===== src/hdl/flux_drive_consts.svh =====
// Fixed geometry, bit cell timing and Sony command codes, included by drive RTL that needs them
`ifndef FLUX_DRIVE_CONSTS_SVH
`define FLUX_DRIVE_CONSTS_SVH

// ========================================
// Drive geometry
// ========================================
`define FD_NUM_TRACKS        80     // Full tracks per side on a 3.5-inch disk
`define FD_MAX_TRACK         79     // Innermost track, head stops here

// ========================================
// Rotation timing
// ========================================
`define FD_BIT_CELL_CYCLES   28     // 2 us bit cell at 14 MHz
`define FD_SPINUP_ROTATIONS  2      // Full turns before data is trusted

// ========================================
// Sony command codes, {side select, CA2..CA0}
// ========================================
`define FD_CMD_DIR_UP        4'd0   // Next step goes toward track 79
`define FD_CMD_MOTOR_ON      4'd2
`define FD_CMD_DIR_DOWN      4'd4   // Next step goes toward track 0
`define FD_CMD_MOTOR_OFF     4'd6

`endif

===== src/hdl/flux_drive_pkg.sv =====
// Shared drive types; modules pull them in with a wildcard import in their headers
`default_nettype none
`include "flux_drive_consts.svh"

package flux_drive_pkg;

    // ========================================
    // Position types
    // ========================================

    // Head position, sized for the full track range
    typedef logic [$clog2(`FD_NUM_TRACKS)-1:0] track_t;

    typedef logic [16:0] bit_pos_t;     // Bit index around one track
    typedef logic [13:0] byte_addr_t;   // Byte address into track buffer

    // Status or command index: side select above the latched CA2..CA0
    typedef logic [3:0] sense_reg_t;

    // ========================================
    // Spindle motor states
    // ========================================
    typedef enum logic [1:0] {
        STOPPED,    // Motor off, or on without a disk rise
        SPINUP,     // Counting rotations after motor start
        READY       // At speed, flux goes out to the IWM
    } spindle_state_e;

endpackage

`default_nettype wire


===== src/hdl/drive_status_if.sv =====
// Drive state bundle shared by the command, spindle, stepper, rotation and sense blocks
`timescale 1ns/1ps
`default_nettype none

interface drive_status_if
    import flux_drive_pkg::*;
();
    logic   step_direction;     // 1 = toward track 0, as the sense line reports it
    logic   motor_cmd_on;       // Motor state set by Sony commands
    logic   motor_spinning;     // Physical spindle rotation
    logic   drive_ready;        // Spun up after two turns
    track_t track;              // Current head track

    modport command  (output step_direction, output motor_cmd_on);
    modport spindle  (input motor_cmd_on, output motor_spinning, output drive_ready);
    modport stepper  (input motor_spinning, output track);
    modport rotation (input motor_spinning, input drive_ready);
    modport sense    (input step_direction, input motor_cmd_on, input motor_spinning,
                      input drive_ready, input track);
endinterface

`default_nettype wire


===== src/hdl/flux_drive_top.sv =====
// Top of the 3.5-inch drive model; connects the drive blocks and exposes plain ports to the IWM
`timescale 1ns/1ps
`default_nettype none

module flux_drive_top
    import flux_drive_pkg::*;
(
    input  logic       CLK_14M,
    input  logic       RESET,
    input  logic [3:0] phases,          // CA0..CA2 and LSTRB
    input  logic [2:0] sense_reg,       // Latched status register select
    input  logic       diskreg_sel,
    input  logic       sw_motor_on,
    input  logic       disk_mounted,
    input  logic       disk_wp,
    input  logic       track_loaded,
    input  bit_pos_t   track_bit_count,
    input  logic [7:0] bram_data,
    output logic       flux_transition,
    output logic       sense,
    output logic       motor_spinning,
    output logic       drive_ready,
    output track_t     track,
    output bit_pos_t   bit_position,
    output byte_addr_t bram_addr
);

    // ========================================
    // Internal drive state
    // ========================================
    drive_status_if status_bus ();

    logic rotation_done;    // Disk rotation to spindle

    assign motor_spinning = status_bus.motor_spinning;
    assign drive_ready    = status_bus.drive_ready;
    assign track          = status_bus.track;

    // ========================================
    // Drive blocks
    // ========================================
    sony_cmd_decoder u_sony_cmd_decoder (
        .CLK_14M      (CLK_14M),
        .RESET        (RESET),
        .phases       (phases),
        .sense_reg    (sense_reg),
        .diskreg_sel  (diskreg_sel),
        .disk_mounted (disk_mounted),
        .status       (status_bus.command)
    );

    spindle_ctrl u_spindle_ctrl (
        .CLK_14M       (CLK_14M),
        .RESET         (RESET),
        .sw_motor_on   (sw_motor_on),
        .disk_mounted  (disk_mounted),
        .rotation_done (rotation_done),
        .status        (status_bus.spindle)
    );

    head_stepper u_head_stepper (
        .CLK_14M (CLK_14M),
        .RESET   (RESET),
        .phases  (phases),
        .status  (status_bus.stepper)
    );

    disk_rotation u_disk_rotation (
        .CLK_14M         (CLK_14M),
        .RESET           (RESET),
        .track_loaded    (track_loaded),
        .track_bit_count (track_bit_count),
        .bram_data       (bram_data),
        .bram_addr       (bram_addr),
        .bit_position    (bit_position),
        .flux_transition (flux_transition),
        .rotation_done   (rotation_done),
        .status          (status_bus.rotation)
    );

    status_sense u_status_sense (
        .sense_reg    (sense_reg),
        .diskreg_sel  (diskreg_sel),
        .disk_mounted (disk_mounted),
        .disk_wp      (disk_wp),
        .status       (status_bus.sense),
        .sense        (sense)
    );

endmodule

`default_nettype wire


===== src/hdl/status_sense.sv =====
// Sixteen-way drive status mux that drives the IWM sense line from {side select, CA2..CA0}
`timescale 1ns/1ps
`default_nettype none

module status_sense
    import flux_drive_pkg::*;
(
    input  logic [2:0] sense_reg,       // Latched CA2..CA0
    input  logic       diskreg_sel,     // Side select bit
    input  logic       disk_mounted,
    input  logic       disk_wp,         // 1 = write protected
    drive_status_if.sense status,
    output logic       sense
);

    sense_reg_t sense_index;
    logic       at_track0;

    assign sense_index = {diskreg_sel, sense_reg};
    assign at_track0   = (status.track == '0);

    // Most lines are active low on this drive
    always_comb begin
        case (sense_index)
            4'h0: sense = status.step_direction;    // Step direction
            4'h1: sense = 1'b1;                     // Step done, no delay
            4'h2: sense = !status.motor_cmd_on;     // Motor on, low true
            4'h3: sense = 1'b1;                     // No disk change
            4'h4: sense = 1'b0;
            4'h5: sense = 1'b0;                     // Not MFM capable
            4'h6: sense = 1'b1;                     // Double sided
            4'h7: sense = 1'b0;                     // Drive present
            4'h8: sense = !disk_mounted;            // Disk in place, low true
            4'h9: sense = !disk_wp;                 // Low when protected
            4'hA: sense = !at_track0;               // Track 0, low true
            4'hB: sense = 1'b1;                     // Tachometer held high
            4'hC: sense = 1'b0;
            4'hD: sense = 1'b0;                     // GCR mode
            4'hE: sense = !status.drive_ready;      // Ready, low true
            4'hF: sense = 1'b1;                     // 800K interface
            default: sense = 1'b1;
        endcase
    end

endmodule

`default_nettype wire


===== src/hdl/disk_rotation.sv =====
// Disk rotation model: bit-cell timer, bit position, track buffer read and flux pulse output
`timescale 1ns/1ps
`default_nettype none
`include "flux_drive_consts.svh"

module disk_rotation
    import flux_drive_pkg::*;
(
    input  logic       CLK_14M,
    input  logic       RESET,
    input  logic       track_loaded,        // Track buffer holds valid data
    input  bit_pos_t   track_bit_count,     // Bits in the loaded track
    input  logic [7:0] bram_data,           // Same-cycle read of bram_addr
    output byte_addr_t bram_addr,
    output bit_pos_t   bit_position,
    output logic       flux_transition,     // One-cycle pulse per 1 bit
    output logic       rotation_done,       // One-cycle pulse at the index wrap
    drive_status_if.rotation status
);

    localparam logic [4:0] CELL_FULL = 5'(`FD_BIT_CELL_CYCLES);

    // ========================================
    // Control decode
    // ========================================
    logic       prev_motor;
    logic       motor_start;    // First cycle with the spindle on
    logic       advance;        // Disk is turning under the head
    logic       cell_start;
    logic       cell_end;
    logic       at_last_bit;
    logic       current_bit;
    logic [4:0] cell_timer;     // Counts down through one bit cell

    assign motor_start = status.motor_spinning && !prev_motor;
    // Start cycle only rewinds, counting begins on the next one
    assign advance     = status.motor_spinning && track_loaded && !motor_start;
    assign cell_start  = advance && (cell_timer == CELL_FULL);
    assign cell_end    = advance && (cell_timer == 5'd1);

    // Widened by one bit so the compare cannot wrap
    assign at_last_bit   = ({1'b0, bit_position} + 18'd1) >= {1'b0, track_bit_count};
    assign rotation_done = cell_end && at_last_bit && (track_bit_count != '0);

    // Track buffer access, MSB of each byte goes first
    assign bram_addr   = bit_position[16:3];
    assign current_bit = bram_data[3'd7 - bit_position[2:0]];

    // ========================================
    // Timer, position and flux
    // ========================================
    always_ff @(posedge CLK_14M or posedge RESET) begin
        if (RESET) begin
            prev_motor      <= 1'b0;
            bit_position    <= '0;
            cell_timer      <= CELL_FULL;
            flux_transition <= 1'b0;
        end else begin
            prev_motor <= status.motor_spinning;

            // Flux only once spun up, so the IWM sees no data during spin-up
            flux_transition <= cell_start && current_bit && status.drive_ready;

            if (motor_start) begin
                bit_position <= '0;     // Rotation restarts at the index
                cell_timer   <= CELL_FULL;
            end else if (advance) begin
                if (cell_end) begin
                    cell_timer <= CELL_FULL;
                    if (track_bit_count != '0) begin
                        if (at_last_bit)
                            bit_position <= '0;         // Index wrap
                        else
                            bit_position <= bit_position + bit_pos_t'(1);
                    end
                end else begin
                    cell_timer <= cell_timer - 5'd1;
                end
            end else begin
                cell_timer <= CELL_FULL;    // Stopped or no track, position holds
            end
        end
    end

endmodule

`default_nettype wire


===== src/hdl/head_stepper.sv =====
// Full-track head stepper driven by CA0 direction and CA1 step pulses, clamped to the disk
`timescale 1ns/1ps
`default_nettype none
`include "flux_drive_consts.svh"

module head_stepper
    import flux_drive_pkg::*;
(
    input  logic       CLK_14M,
    input  logic       RESET,
    input  logic [3:0] phases,      // Bit 0 = direction, bit 1 = step
    drive_status_if.stepper status
);

    logic prev_step;                // CA1 at the last edge
    logic step_fall;

    assign step_fall = prev_step && !phases[1];     // Step fires on the falling edge

    always_ff @(posedge CLK_14M or posedge RESET) begin
        if (RESET) begin
            prev_step    <= 1'b0;
            status.track <= '0;     // Head parks at track 0
        end else begin
            prev_step <= phases[1];

            // Head only moves while the spindle turns
            if (step_fall && status.motor_spinning) begin
                if (phases[0]) begin
                    // Inward, saturate at the last track
                    if (status.track < track_t'(`FD_MAX_TRACK))
                        status.track <= status.track + track_t'(1);
                end else begin
                    // Outward, saturate at track 0
                    if (status.track != '0)
                        status.track <= status.track - track_t'(1);
                end
            end
        end
    end

endmodule

`default_nettype wire


===== src/hdl/spindle_ctrl.sv =====
// Spindle FSM that follows the motor request and counts spin-up rotations to drive ready
`timescale 1ns/1ps
`default_nettype none
`include "flux_drive_consts.svh"

module spindle_ctrl
    import flux_drive_pkg::*;
(
    input  logic CLK_14M,
    input  logic RESET,
    input  logic sw_motor_on,       // IWM motor soft switch
    input  logic disk_mounted,
    input  logic rotation_done,     // One pulse per full disk turn
    drive_status_if.spindle status
);

    // ========================================
    // Motor request and state
    // ========================================
    logic           motor_req;      // Soft switch or Sony motor command
    spindle_state_e state;
    spindle_state_e state_next;
    logic [1:0]     spin_count;     // Rotations left before ready

    assign motor_req = sw_motor_on || status.motor_cmd_on;

    assign status.drive_ready = (state == READY);   // Follows the state register

    // Next state
    always_comb begin
        state_next = state;
        case (state)
            STOPPED: begin
                // Spindle rises at this edge with a disk in place
                if (motor_req && !status.motor_spinning && disk_mounted)
                    state_next = SPINUP;
            end
            SPINUP: begin
                if (rotation_done && (spin_count == 2'd1))
                    state_next = READY;     // Last spin-up turn done
            end
            READY:   state_next = READY;
            default: state_next = STOPPED;
        endcase

        // Spindle stops at this same edge, so ready drops along with it
        if (!motor_req)
            state_next = STOPPED;
    end

    // ========================================
    // Registers
    // ========================================
    always_ff @(posedge CLK_14M or posedge RESET) begin
        if (RESET) begin
            status.motor_spinning <= 1'b0;
            state                 <= STOPPED;
            spin_count            <= 2'd0;
        end else begin
            status.motor_spinning <= motor_req;    // One cycle behind the request
            state                 <= state_next;

            if ((state_next == SPINUP) && (state != SPINUP))
                spin_count <= 2'(`FD_SPINUP_ROTATIONS);     // Fresh spin-up
            else if ((state == SPINUP) && rotation_done)
                spin_count <= spin_count - 2'd1;
        end
    end

endmodule

`default_nettype wire


===== src/hdl/sony_cmd_decoder.sv =====
// Turns strobed Sony drive commands from the IWM phase lines into direction and motor latches
`timescale 1ns/1ps
`default_nettype none
`include "flux_drive_consts.svh"

module sony_cmd_decoder
    import flux_drive_pkg::*;
(
    input  logic       CLK_14M,
    input  logic       RESET,
    input  logic [3:0] phases,          // Bit 3 is the LSTRB command strobe
    input  logic [2:0] sense_reg,       // Latched CA2..CA0 register select
    input  logic       diskreg_sel,     // Side select from the disk register
    input  logic       disk_mounted,
    drive_status_if.command status
);

    // ========================================
    // Strobe edge and command index
    // ========================================
    logic       prev_strobe;    // Strobe level at the last clock edge
    logic       cmd_strobe;
    sense_reg_t cmd_index;

    assign cmd_strobe = phases[3] && !prev_strobe;  // Rising edge of LSTRB
    // Side select sits above the register bits, so side 1 maps to codes 8..15
    assign cmd_index  = {diskreg_sel, sense_reg};

    // ========================================
    // Command latches
    // ========================================
    always_ff @(posedge CLK_14M or posedge RESET) begin
        if (RESET) begin
            prev_strobe           <= 1'b0;
            status.step_direction <= 1'b0;  // Default toward higher tracks
            status.motor_cmd_on   <= 1'b0;
        end else begin
            prev_strobe <= phases[3];

            if (cmd_strobe) begin
                case (cmd_index)
                    `FD_CMD_DIR_UP:    status.step_direction <= 1'b0;
                    `FD_CMD_DIR_DOWN:  status.step_direction <= 1'b1;
                    `FD_CMD_MOTOR_ON: begin
                        // Motor only starts with a disk in place
                        if (disk_mounted)
                            status.motor_cmd_on <= 1'b1;
                    end
                    `FD_CMD_MOTOR_OFF: status.motor_cmd_on <= 1'b0;
                    default: ;                      // Other codes are no-ops here
                endcase
            end
        end
    end

endmodule

`default_nettype wire


===== config.mk =====
export PLATFORM = sky130hd
export DESIGN_NAME = flux_drive_top
export DESIGN_NICKNAME = d
export VERILOG_FILES = /design/src/hdl/flux_drive_pkg.sv /design/src/hdl/drive_status_if.sv /design/src/hdl/flux_drive_top.sv /design/src/hdl/status_sense.sv /design/src/hdl/disk_rotation.sv /design/src/hdl/head_stepper.sv /design/src/hdl/spindle_ctrl.sv /design/src/hdl/sony_cmd_decoder.sv
export VERILOG_INCLUDE_DIRS = /design/src /design/src/hdl
export SDC_FILE = /design/constraint.sdc
export NUM_CORES = 1
export LEC_CHECK = 0
export BUFFER_PORTS_ARGS = -buffer_cell sky130_fd_sc_hd__clkbuf_2
export CORE_MARGIN = 2
export CORE_UTILIZATION = 40
export DETAILED_ROUTE_END_ITERATION = 8
export GPL_TIMING_DRIVEN = 0
export HOLD_SLACK_MARGIN = 0.12
export MAX_ROUTING_LAYER = met4
export PLACE_DENSITY = 0.68
export SYNTH_ARGS = -nofsm -noshare
export SYNTH_HDL_FRONTEND = slang
export SYNTH_SLANG_ARGS = --single-unit

===== constraint.sdc =====
create_clock -name CLK_14M -period 10.1 [get_ports CLK_14M]
set_clock_uncertainty 0.2 [all_clocks]
set_input_delay 1.01 -clock CLK_14M [delete_from_list [all_inputs] [get_ports CLK_14M]]
set_output_delay 1.01 -clock CLK_14M [all_outputs]
set_load 0.01 [all_outputs]

# Word level (Yosys, flattened, before mapping)
# Cells that the tools add are included.
[op_classes]
addsub = 7
magnitude_cmp = 3
eq_ne = 24
mux = 23
reduce_logical = 46
[ops]
columns = ["operator", "count"]
rows = [
  ["$mux W17", 5],
  ["$eq A4 B4 Y1 const B", 8],
  ["$mux W7", 3],
  ["$add A17 B1 Y18 const B", 1],
  ["$ge A18 B17 Y1", 1],
  ["$add A17 B1 Y17 const B", 1],
  ["$logic_and A1 B1 Y1", 17],
  ["$reduce_bool A17 Y1", 1],
  ["$eq A4 B3 Y1 const B", 4],
  ["$mux W5", 3],
  ["$reduce_bool A2 Y1", 7],
  ["$logic_not A1 Y1", 10],
  ["$mux W2", 5],
  ["$reduce_or A5 Y1", 2],
  ["$reduce_and A3 Y1", 3],
  ["$eq A4 B2 Y1 const B", 2],
  ["$pmux W1 S8", 1],
  ["$add A7 B1 Y7 const B", 1],
  ["$logic_not A7 Y1", 1],
  ["$lt A7 B7 Y1 const B", 1],
  ["$reduce_bool A7 Y1", 1],
  ["$sub A7 B1 Y7 const B", 1],
  ["$eq A2 B1 Y1 const B", 3],
  ["$pmux W2 S3", 1],
  ["17 further kinds", 20],
]
[totals]
register_bits = 40
inputBits = 39
out_inout_bits = 42
word_cells = 115

# Longest topological paths before layout
# Gate-level depths: netlist (run 1).
[depth]
word_depth = 14
mapped_depth = 14

# Hierarchy
# From an unflattened synthesis (run 1), not the netlist that was laid out.
[unflattened]
hier_cells = 347
area_unflattened_um2 = 3204.3
[by_module_without_submodules]
columns = ["module", "n_inst", "cells_each", "area_each_um2", "seq_area_each_um2"]
rows = [
  ["disk_rotation", 1, 243, 2153.3, 604.3],
  ["head_stepper", 1, 56, 569.3, 200.2],
  ["spindle_ctrl", 1, 23, 241.5, 125.1],
  ["sony_cmd_decoder", 1, 9, 133.9, 75.1],
  ["status_sense", 1, 16, 106.4, 0.0],
]

# Worst setup path before layout (run 1)
# Ideal clock, no wire load.
[synth_timing]
kind = "flip-flop to flip-flop"
from = "register u_disk_rotation.bit_position[0]"
to = "register u_spindle_ctrl.spin_count[0]"
setup_time_ns = 0.125
t_arrival_ns = 3.016
required_time_ns = 9.775
slack_ns = 6.759
path_stages_with_launch = 15
period_less_slack_ns = 3.341
path_cell_list = "dfrtp_1 ha_1 nand3_1 nor2_1 nand2_1 and2_1 or2_2 ha_1 nand4_1 nor4_1 o21ai_0 o211a_1 buf_6 a21oi_4 mux2_4"
[synth_between]
elab_chain_cells = 11
[synth_lines]
columns = ["element", "line", "source"]
rows = [
  ["start, declared", "disk_rotation.sv:15", "output bit_pos_t bit_position,"],
  ["start signal, assigned", "disk_rotation.sv:74", "bit_position <= bit_position + bit_pos_t'(1);"],
  ["$add A17 B1 Y18 *", "disk_rotation.sv:42", "assign at_last_bit = ({1'b0, bit_position} + 18'd1) >= {1'b0, track_bit_count};"],
  ["$ge A18 B17 Y1 *", "disk_rotation.sv:42", ""],
  ["$logic_and A1 B1 Y1 * (2 in a row)", "disk_rotation.sv:43", "assign rotation_done = cell_end && at_last_bit && (track_bit_count != '0);"],
  ["$logic_and A1 B1 Y1", "spindle_ctrl.sv:39", "if (rotation_done && (spin_count == 2'd1))"],
  ["$mux W2", "spindle_ctrl.sv:39", ""],
  ["$pmux W2 S3", "spindle_ctrl.sv:32", "case (state)"],
  ["$mux W2", "spindle_ctrl.sv:47", "if (!motor_req)"],
  ["$eq A2 B1 Y1", "spindle_ctrl.sv:63", "if ((state_next == SPINUP) && (state != SPINUP))"],
  ["$logic_and A1 B1 Y1", "spindle_ctrl.sv:63", ""],
  ["$mux W2 or $reduce_bool A2 Y1 (tied branches)", "-", ""],
  ["end signal, assigned", "spindle_ctrl.sv:64", "spin_count <= 2'(`FD_SPINUP_ROTATIONS);"],
  ["end signal, assigned", "spindle_ctrl.sv:66", "spin_count <= spin_count - 2'd1;"],
  ["end, declared", "spindle_ctrl.sv:23", "logic [1:0] spin_count;"],
]
# Mark *: on every way between the ends. The rest lies on a longest branch, timed or not.
# A chain may end at the register's enable or synchronous reset.

# Worst setup path after layout (run 1)
# Same ends and word-level chain as after synthesis.

==> results.md, run 1 <==
* GR Overflow Total at 0
* Top_reg_cell synth: dfrtp_1
* Sequential share of power at between 40% and 50%
* Nets at between 400 and 500
* HPWL after DPL at around 5600 µm
* Final period util at a little under two fifths
* Unique masters post-synth at 57
* Internal at just over 0.0003 W
* Routability cong. at just over 0.9
* Clk buf depth at 2
* Min-delay worst type: reg2reg
* Synthesized cell area at approximately 3100 µm²
* Yosys warns at 0
* Hold WS at between 300 and 400 ps
* Clk_lat worst skew at slightly below 300 ps
* Critical Path RT at roughly 10,000 ps
* Tightest Pin Transition at 867 ps
* Via density per instance at between 5 and 6
* # clock sinks at 40
* Hold Crit Start: u_disk_rotation.cell_timer[3]
* Ys async rst share at 100%
* Hold path endpoint: u_disk_rotation.flux_transition
* First-pass GRT wire length at around 12,000 µm
* Synth area leader: dfrtp_1
* Final Max Slew Viols at 0
* Synth area leaders: dfrtp_1, ha_1, xnor2_1
* Worst R2R Setup Slack at roughly 6300 ps
* RR Endpoint: u_spindle_ctrl.spin_count[0]
* Largest net degree at the start of global routing at 41
* H-tree depth at 2
* Die Height at between 90 and 100 µm
* Startpoint Class: flop
* Post-synthesis area per instance at 9.44 µm²
* Synth Register Bits at 40
* Worst Setup Slack post-DPL at 6250 ps
* Final hold vios at 0
* Reg clk slew, reported paths at roughly 70 ps
* Crit Path Max Fanout at 10
* Hold path depth at 2
* Max cap viols at 0
* Leak at 1.89 nW
* DR pass1 iterations at 4
* CTS tree: yes
* Final count of negative-setup-slack endpoints at 0
* Boundary Pins at slightly above 80
* Post-synthesis sequential area ratio at 32.5%
* Commonest non-fill, non-tap cells in the layout: clkbuf_2, dfrtp_1, ha_1
* Top Metal Used: met4
* Total CTS buffers at 5
* Fin crit period at between 3000 and 4000 ps
* Postcts setup bufs at 0
* Reg2reg path depth at 14
* All-layer global routing usage at 17.9%
* Most common cell after layout, fill and taps aside: clkbuf_2
* Routed length on met2 at around 3500 µm
* Power density cells at ~130 nW/µm²
* Post-layout util at between 40% and 50%
* Met3 wire length at roughly 260 µm
* WL final at between 7000 and 8000 µm
* Setup tns final at 0 ps
* Post-route ant nets at 0
* Slew HR at a little over two fifths
* Syn Nets at 395
* M1 wire length at about 3300 µm
* Syn Inst Count at roughly 330
* Chip width at roughly 92 µm
* Combinational Power Share at roughly a third
* Row cnt at 32
* Number of antenna violations at the first check in global routing at 0
* RSZ-0062 raised after global routing: false
* Vias at ~2,700
* Switching part of the total at 33.3%
* WS Path Type: reg2reg
* Worst setup EP type: flop
* VDD IR max at ~110 µV
* Drt drc at 0
* Drt first-iter violations at 66
* Hold Buf Count CTS at 0
* Root Driver: clkbuf_8
* Total die area at about 8500 µm²
* Status: completed
* Layout area overhead at 19.8%
* Antenna Cells at 0
* Post-CTS resize count at 0
* Core box area at between 7000 and 8000 µm²
* PnR worst setup slack at between 6000 and 7000 ps
* Clk pwr share at approximately a quarter
* Number of global-route vias before repair at ~2,600
* Power Total at 0.000464 W
* Synth top area share at around 30%
* Drt wl/cell at 13.8 µm
* Fmax at about 0.26 GHz
* EDFF count, synth at 0
* Proportion of layout cells with a drive suffix above 1 at 31.1%
* Initial Utilization at about two fifths
* Port Buffers at roughly 80
* NetSw at about 0.00015 W
* Worst R2R Start: u_disk_rotation.bit_position[0]
* CP arrival at between 3000 and 4000 ps
per-stage QoR:
step           cell area, µm²  cells
2_1_floorplan            3100    328
3_3_place_gp             3620    509
3_5_place_dp             3620    509
4_1_cts                  3710    517
5_1_grt                  3710    517
6_report                 3710    517
worst max-delay path by stage:
stage                                               to                            start  slack (ps)
after floorplan           u_spindle_ctrl.spin_count[0]  u_disk_rotation.bit_position[0]        6760
after global placement    u_spindle_ctrl.spin_count[0]  u_disk_rotation.bit_position[0]        6330
after detailed placement  u_spindle_ctrl.spin_count[0]  u_disk_rotation.bit_position[0]        6250
after CTS                 u_spindle_ctrl.spin_count[0]  u_disk_rotation.bit_position[0]        6260
after global routing      u_spindle_ctrl.spin_count[0]  u_disk_rotation.bit_position[0]        5900
final                     u_spindle_ctrl.spin_count[0]  u_disk_rotation.bit_position[0]        6280
critical path: stages (launching register included):
cell and delay [ps]:
dfrtp_1 590, ha_1 320, nand3_1 140, nor2_1 390, nand2_1 130, and2_1 180
or2_2 290, ha_1 300, nand4_1 120, nor4_1 180, o21ai_0 120, o211a_1 140
buf_6 150, a21oi_4 150, mux2_4 310
routing by layer:
| metal | vias up | global-route usage [%] |
|---|---|---|
| met5 | - | - |
| met4 | 0 | 4.35 |
| met3 | 15 | 2.79 |
| met2 | 70 | 30.7 |
| met1 | 1299 | 22.3 |
| li1 | 1344 | - |
cells in the mapped netlist (4+ instances only):
cell type and count:
a32o_1 4, nand4_1 12, inv_1 27, buf_4 15
clkbuf_1 4, mux2i_1 4, o21ai_0 17, and3_1 6
nor2b_1 7, nor4_1 6, a31oi_1 4, a211oi_1 6
xor2_1 9, nand2_1 26, a21o_1 7, nor2_1 15
xnor2_1 14, ha_1 27, nand3_1 13, a21oi_1 16
mux2_2 5, dfrtp_1 37
cells by family after synthesis:
logic type	Yosys count	share of synthesized area, %
AOI/OAI and AO/OA	69	16.2
muxes	12	5.17
DFF	40	32.5
adders and majority gates	28	11.6
buffers and inverters	48	8.12
and+or+nand+nor	108	20.0
xor gates and xnor gates	23	6.51
flip-flops by register name (all words and copies together) (netlist names):
name / flops
u_sony_cmd_decoder.prev_strobe: 1
u_head_stepper.status.track: 7
u_disk_rotation.cell_timer: 5
u_head_stepper.prev_step: 1
u_spindle_ctrl.state: 2
u_disk_rotation.flux_transition: 1
u_spindle_ctrl.spin_count: 2
u_sony_cmd_decoder.status.step_direction: 1
u_disk_rotation.prev_motor: 1
u_disk_rotation.bit_position: 17
u_sony_cmd_decoder.status.motor_cmd_on: 1
u_spindle_ctrl.status.motor_spinning: 1
cell type report:
type,count,area (µm²)
plain buffers,21,150
clock buffers,8,90.1
fillers,763,3900
inverters,27,101
multi-input cells,240,1840
flip-flops and latches,40,1000
well taps,102,128
repair buffers,79,395
power groups by stage:
stage	Sequential, W	Clock, W	Combinational [W]
after global placement	0.000209	0	0.000142
after CTS	0.000207	0.000114	0.000148
after floorplan	0.000211	0	0.0000983
after global routing	0.000212	0.000120	0.000163
final	0.000207	0.000111	0.000146
after detailed placement	0.000210	0	0.000147
Power figures use the tool's default switching activity.
==> run 2: changes to the inputs <==
==> constraint.sdc (replaced) <==
create_clock -name CLK_14M -period 3.9 [get_ports CLK_14M]
set_clock_uncertainty 0.2 [all_clocks]
set_input_delay 0.39 -clock CLK_14M [delete_from_list [all_inputs] [get_ports CLK_14M]]
set_output_delay 0.39 -clock CLK_14M [all_outputs]
set_load 0.01 [all_outputs]
==> results.md, run 2 (synthesis gave the netlist of run 1 again) <==
* Routability cong. at 0.909 (unchanged)
* Area of the multi-input gates at 1850 µm² (+0.41%)
* DR pass1 iterations at 4 (unchanged)
* Reg clk slew, reported paths at 70 ps (about the same)
* VDD IR max at 296 µV (+160%)
* Antenna Cells at 0 (unchanged)
* Postcts setup bufs at 0 (unchanged)
* Post-layout instance area at 3750 µm² (+1.0%)
* Core box area at 7610 µm² (unchanged)
* Largest net degree at the start of global routing at 41 (unchanged)
* H-tree depth at 2 (unchanged)
* Max cap viols at 0 (unchanged)
* Hold Crit Start: sense_reg[2]
* All-layer global routing usage at 18.0% (+0.072 points)
* Row cnt at 32 (unchanged)
* Die Height at 92.0 µm (unchanged)
* First-pass GRT wire length at 12,000 µm (+0.40%)
* Root Driver: clkbuf_8
* Hold WS at 146 ps (-175 ps)
* Final std cells w/o fill at 520 (+0.58%)
* Largest regs: u_disk_rotation.bit_position: 17 flops, u_head_stepper.status.track: 7 flops, u_disk_rotation.cell_timer: 5 flops
* Post-route ant nets at 0 (unchanged)
* Status: completed
* Worst R2R Start: u_disk_rotation.bit_position[0]
* Placed Instance Area at 3620 µm² (unchanged)
* Port Buffers at 79 (unchanged)
* Total CTS buffers at 5 (unchanged)
* Clk_lat worst skew at 290 ps (about the same)
* Total die area at 8460 µm² (unchanged)
* Worst setup EP type: flop
* Biggest register: u_disk_rotation.bit_position
* Initial Utilization at 40.7% (unchanged)
* CTS tree: yes
* Slew HR at 42.5% (+0.25 points)
* HPWL after DPL at 5610 µm (unchanged)
* Largest register FFs at 17 (unchanged)
* CP arrival at 3490 ps (-300 ps)
* Critical Path RT at 3870 ps (-6200 ps)
* # clock sinks at 40 (unchanged)
* Clk buf depth at 2 (unchanged)
* Drt drc at 0 (unchanged)
* Proportion of layout cells with a drive suffix above 1 at 31.3% (+0.26 points)
* RSZ-0062 raised after global routing: false
* Tightest Pin Transition at 863 ps (-3.69 ps)
* Startpoint Class: flop
* Fin crit period at 3520 ps (-300 ps)
* Vias at 2,716 (-0.44%)
* Min-delay worst type: in2reg
* Power Total at 0.00120 W (+160%)
* Final count of negative-setup-slack endpoints at 0 (unchanged)
* Setup tns final at 0 ps (unchanged)
* Placed Cells at 509 (unchanged)
* Sequential Area at 1010 µm² (+0.12%)
* Via density per instance at 5.22 (-1.0%)
* Power density cells at 321 nW/µm² (+160%)
* Chip width at 92.0 µm (unchanged)
* CP Launch Point: u_disk_rotation.bit_position[0]
* Crit Path Max Fanout at 10 (unchanged)
* WL final at 7160 µm (+0.32%)
* Final Max Slew Viols at 0 (unchanged)
* Number of antenna violations at the first check in global routing at 0 (unchanged)
* Filler instances at 759 (-0.52%)
* Drt wl/cell at 13.8 µm (-0.26%)
* Final hold vios at 0 (unchanged)
* Commonest non-fill, non-tap cells in the layout: clkbuf_2, dfrtp_1, ha_1
* Final period util at 90.3% (+52 points)
* Drt first-iter violations at 75 (+14%)
* Fmax at 0.284 GHz (+8.5%)
* GR Overflow Total at 0 (unchanged)
* Nets at 484 (+0.62%)
* Number of global-route vias before repair at 2,628 (+0.54%)
* Boundary Pins at 81 (unchanged)
* Leak at 1.90 nW (+0.58%)
* Layout area overhead at 21.1%
* WS Path Type: reg2reg
* Most common cell after layout, fill and taps aside: clkbuf_2
[run 2: layer usage]
metal / routed length [µm] / vias up / share of wire [%] / GRT usage, %
li1: - / 1349 / - / -
met4: 68 / 0 / 0.95 / 4.35
met2: 3550 / 55 / 50 / 30.9
met1: 3280 / 1306 / 46 / 22.3
met3: 254 / 6 / 3.5 / 2.79
met5: 0 / - / 0 / -
[run 2: path summary, 6_finish.rpt]
path | slack, ps | cells past startpoint | end
worst max-delay path | 380 | 14 | u_spindle_ctrl.spin_count[0]
worst min-delay path | 150 | 2 | u_sony_cmd_decoder.status.motor_cmd_on
worst max register to register | 380 | 14 | u_spindle_ctrl.spin_count[0]
worst min register to register | 320 | 2 | u_disk_rotation.flux_transition
max in group asynchronous | 2280 | 3 | u_disk_rotation.bit_position[0]
min in group asynchronous | 600 | 3 | u_disk_rotation.bit_position[12]
[run 2: where the power goes]
part	switching (W)	total (W)	leakage, nW	internal (W)
Clock	0.000140	0.000285	0.0455	0.000144
Combinational	0.000191	0.000380	1.35	0.000189
Sequential	0.0000672	0.000537	0.509	0.000470
Total	0.000399	0.00120	1.90	0.000803
[run 2: layout make-up]
cell class,instances,share of cell area [%]
Buffer,21,4.01
Clock buffer,8,2.40
Inverter,27,2.70
Multi-Input combinational cell,240,49.3
Sequential cell,40,26.8
Tap cell,102,3.41
Timing Repair Buffer,82,11.4
[run 2: critical path: stages (launching register included)]
cell,delay [ps]
dfrtp_2,500
ha_1,290
nand3_1,190
nor2_4,220
nand2_1,90
and2_1,160
or2_2,290
ha_1,300
nand4_1,120
nor4_1,180
o21ai_0,120
o211a_1,140
buf_6,150
a21oi_4,150
mux2_4,310
[run 2: per-stage QoR]
step                      setup slack, ps  utilization, %
after floorplan                       559               -
after CTS                            55.6            49.1
final                                 380            49.3
after detailed placement             52.2            47.6
after global placement                125            47.6
after global routing                 60.4            49.3
[run 2: timing repair]
| item | in CTS | in global routing |
|---|---|---|
| endpoints found under the setup margin | 0 | 19 |
| hold buffers | 3 | 0 |
| resized for setup | 0 | 3 |
| endpoints found under the hold margin | 39 | 0 |
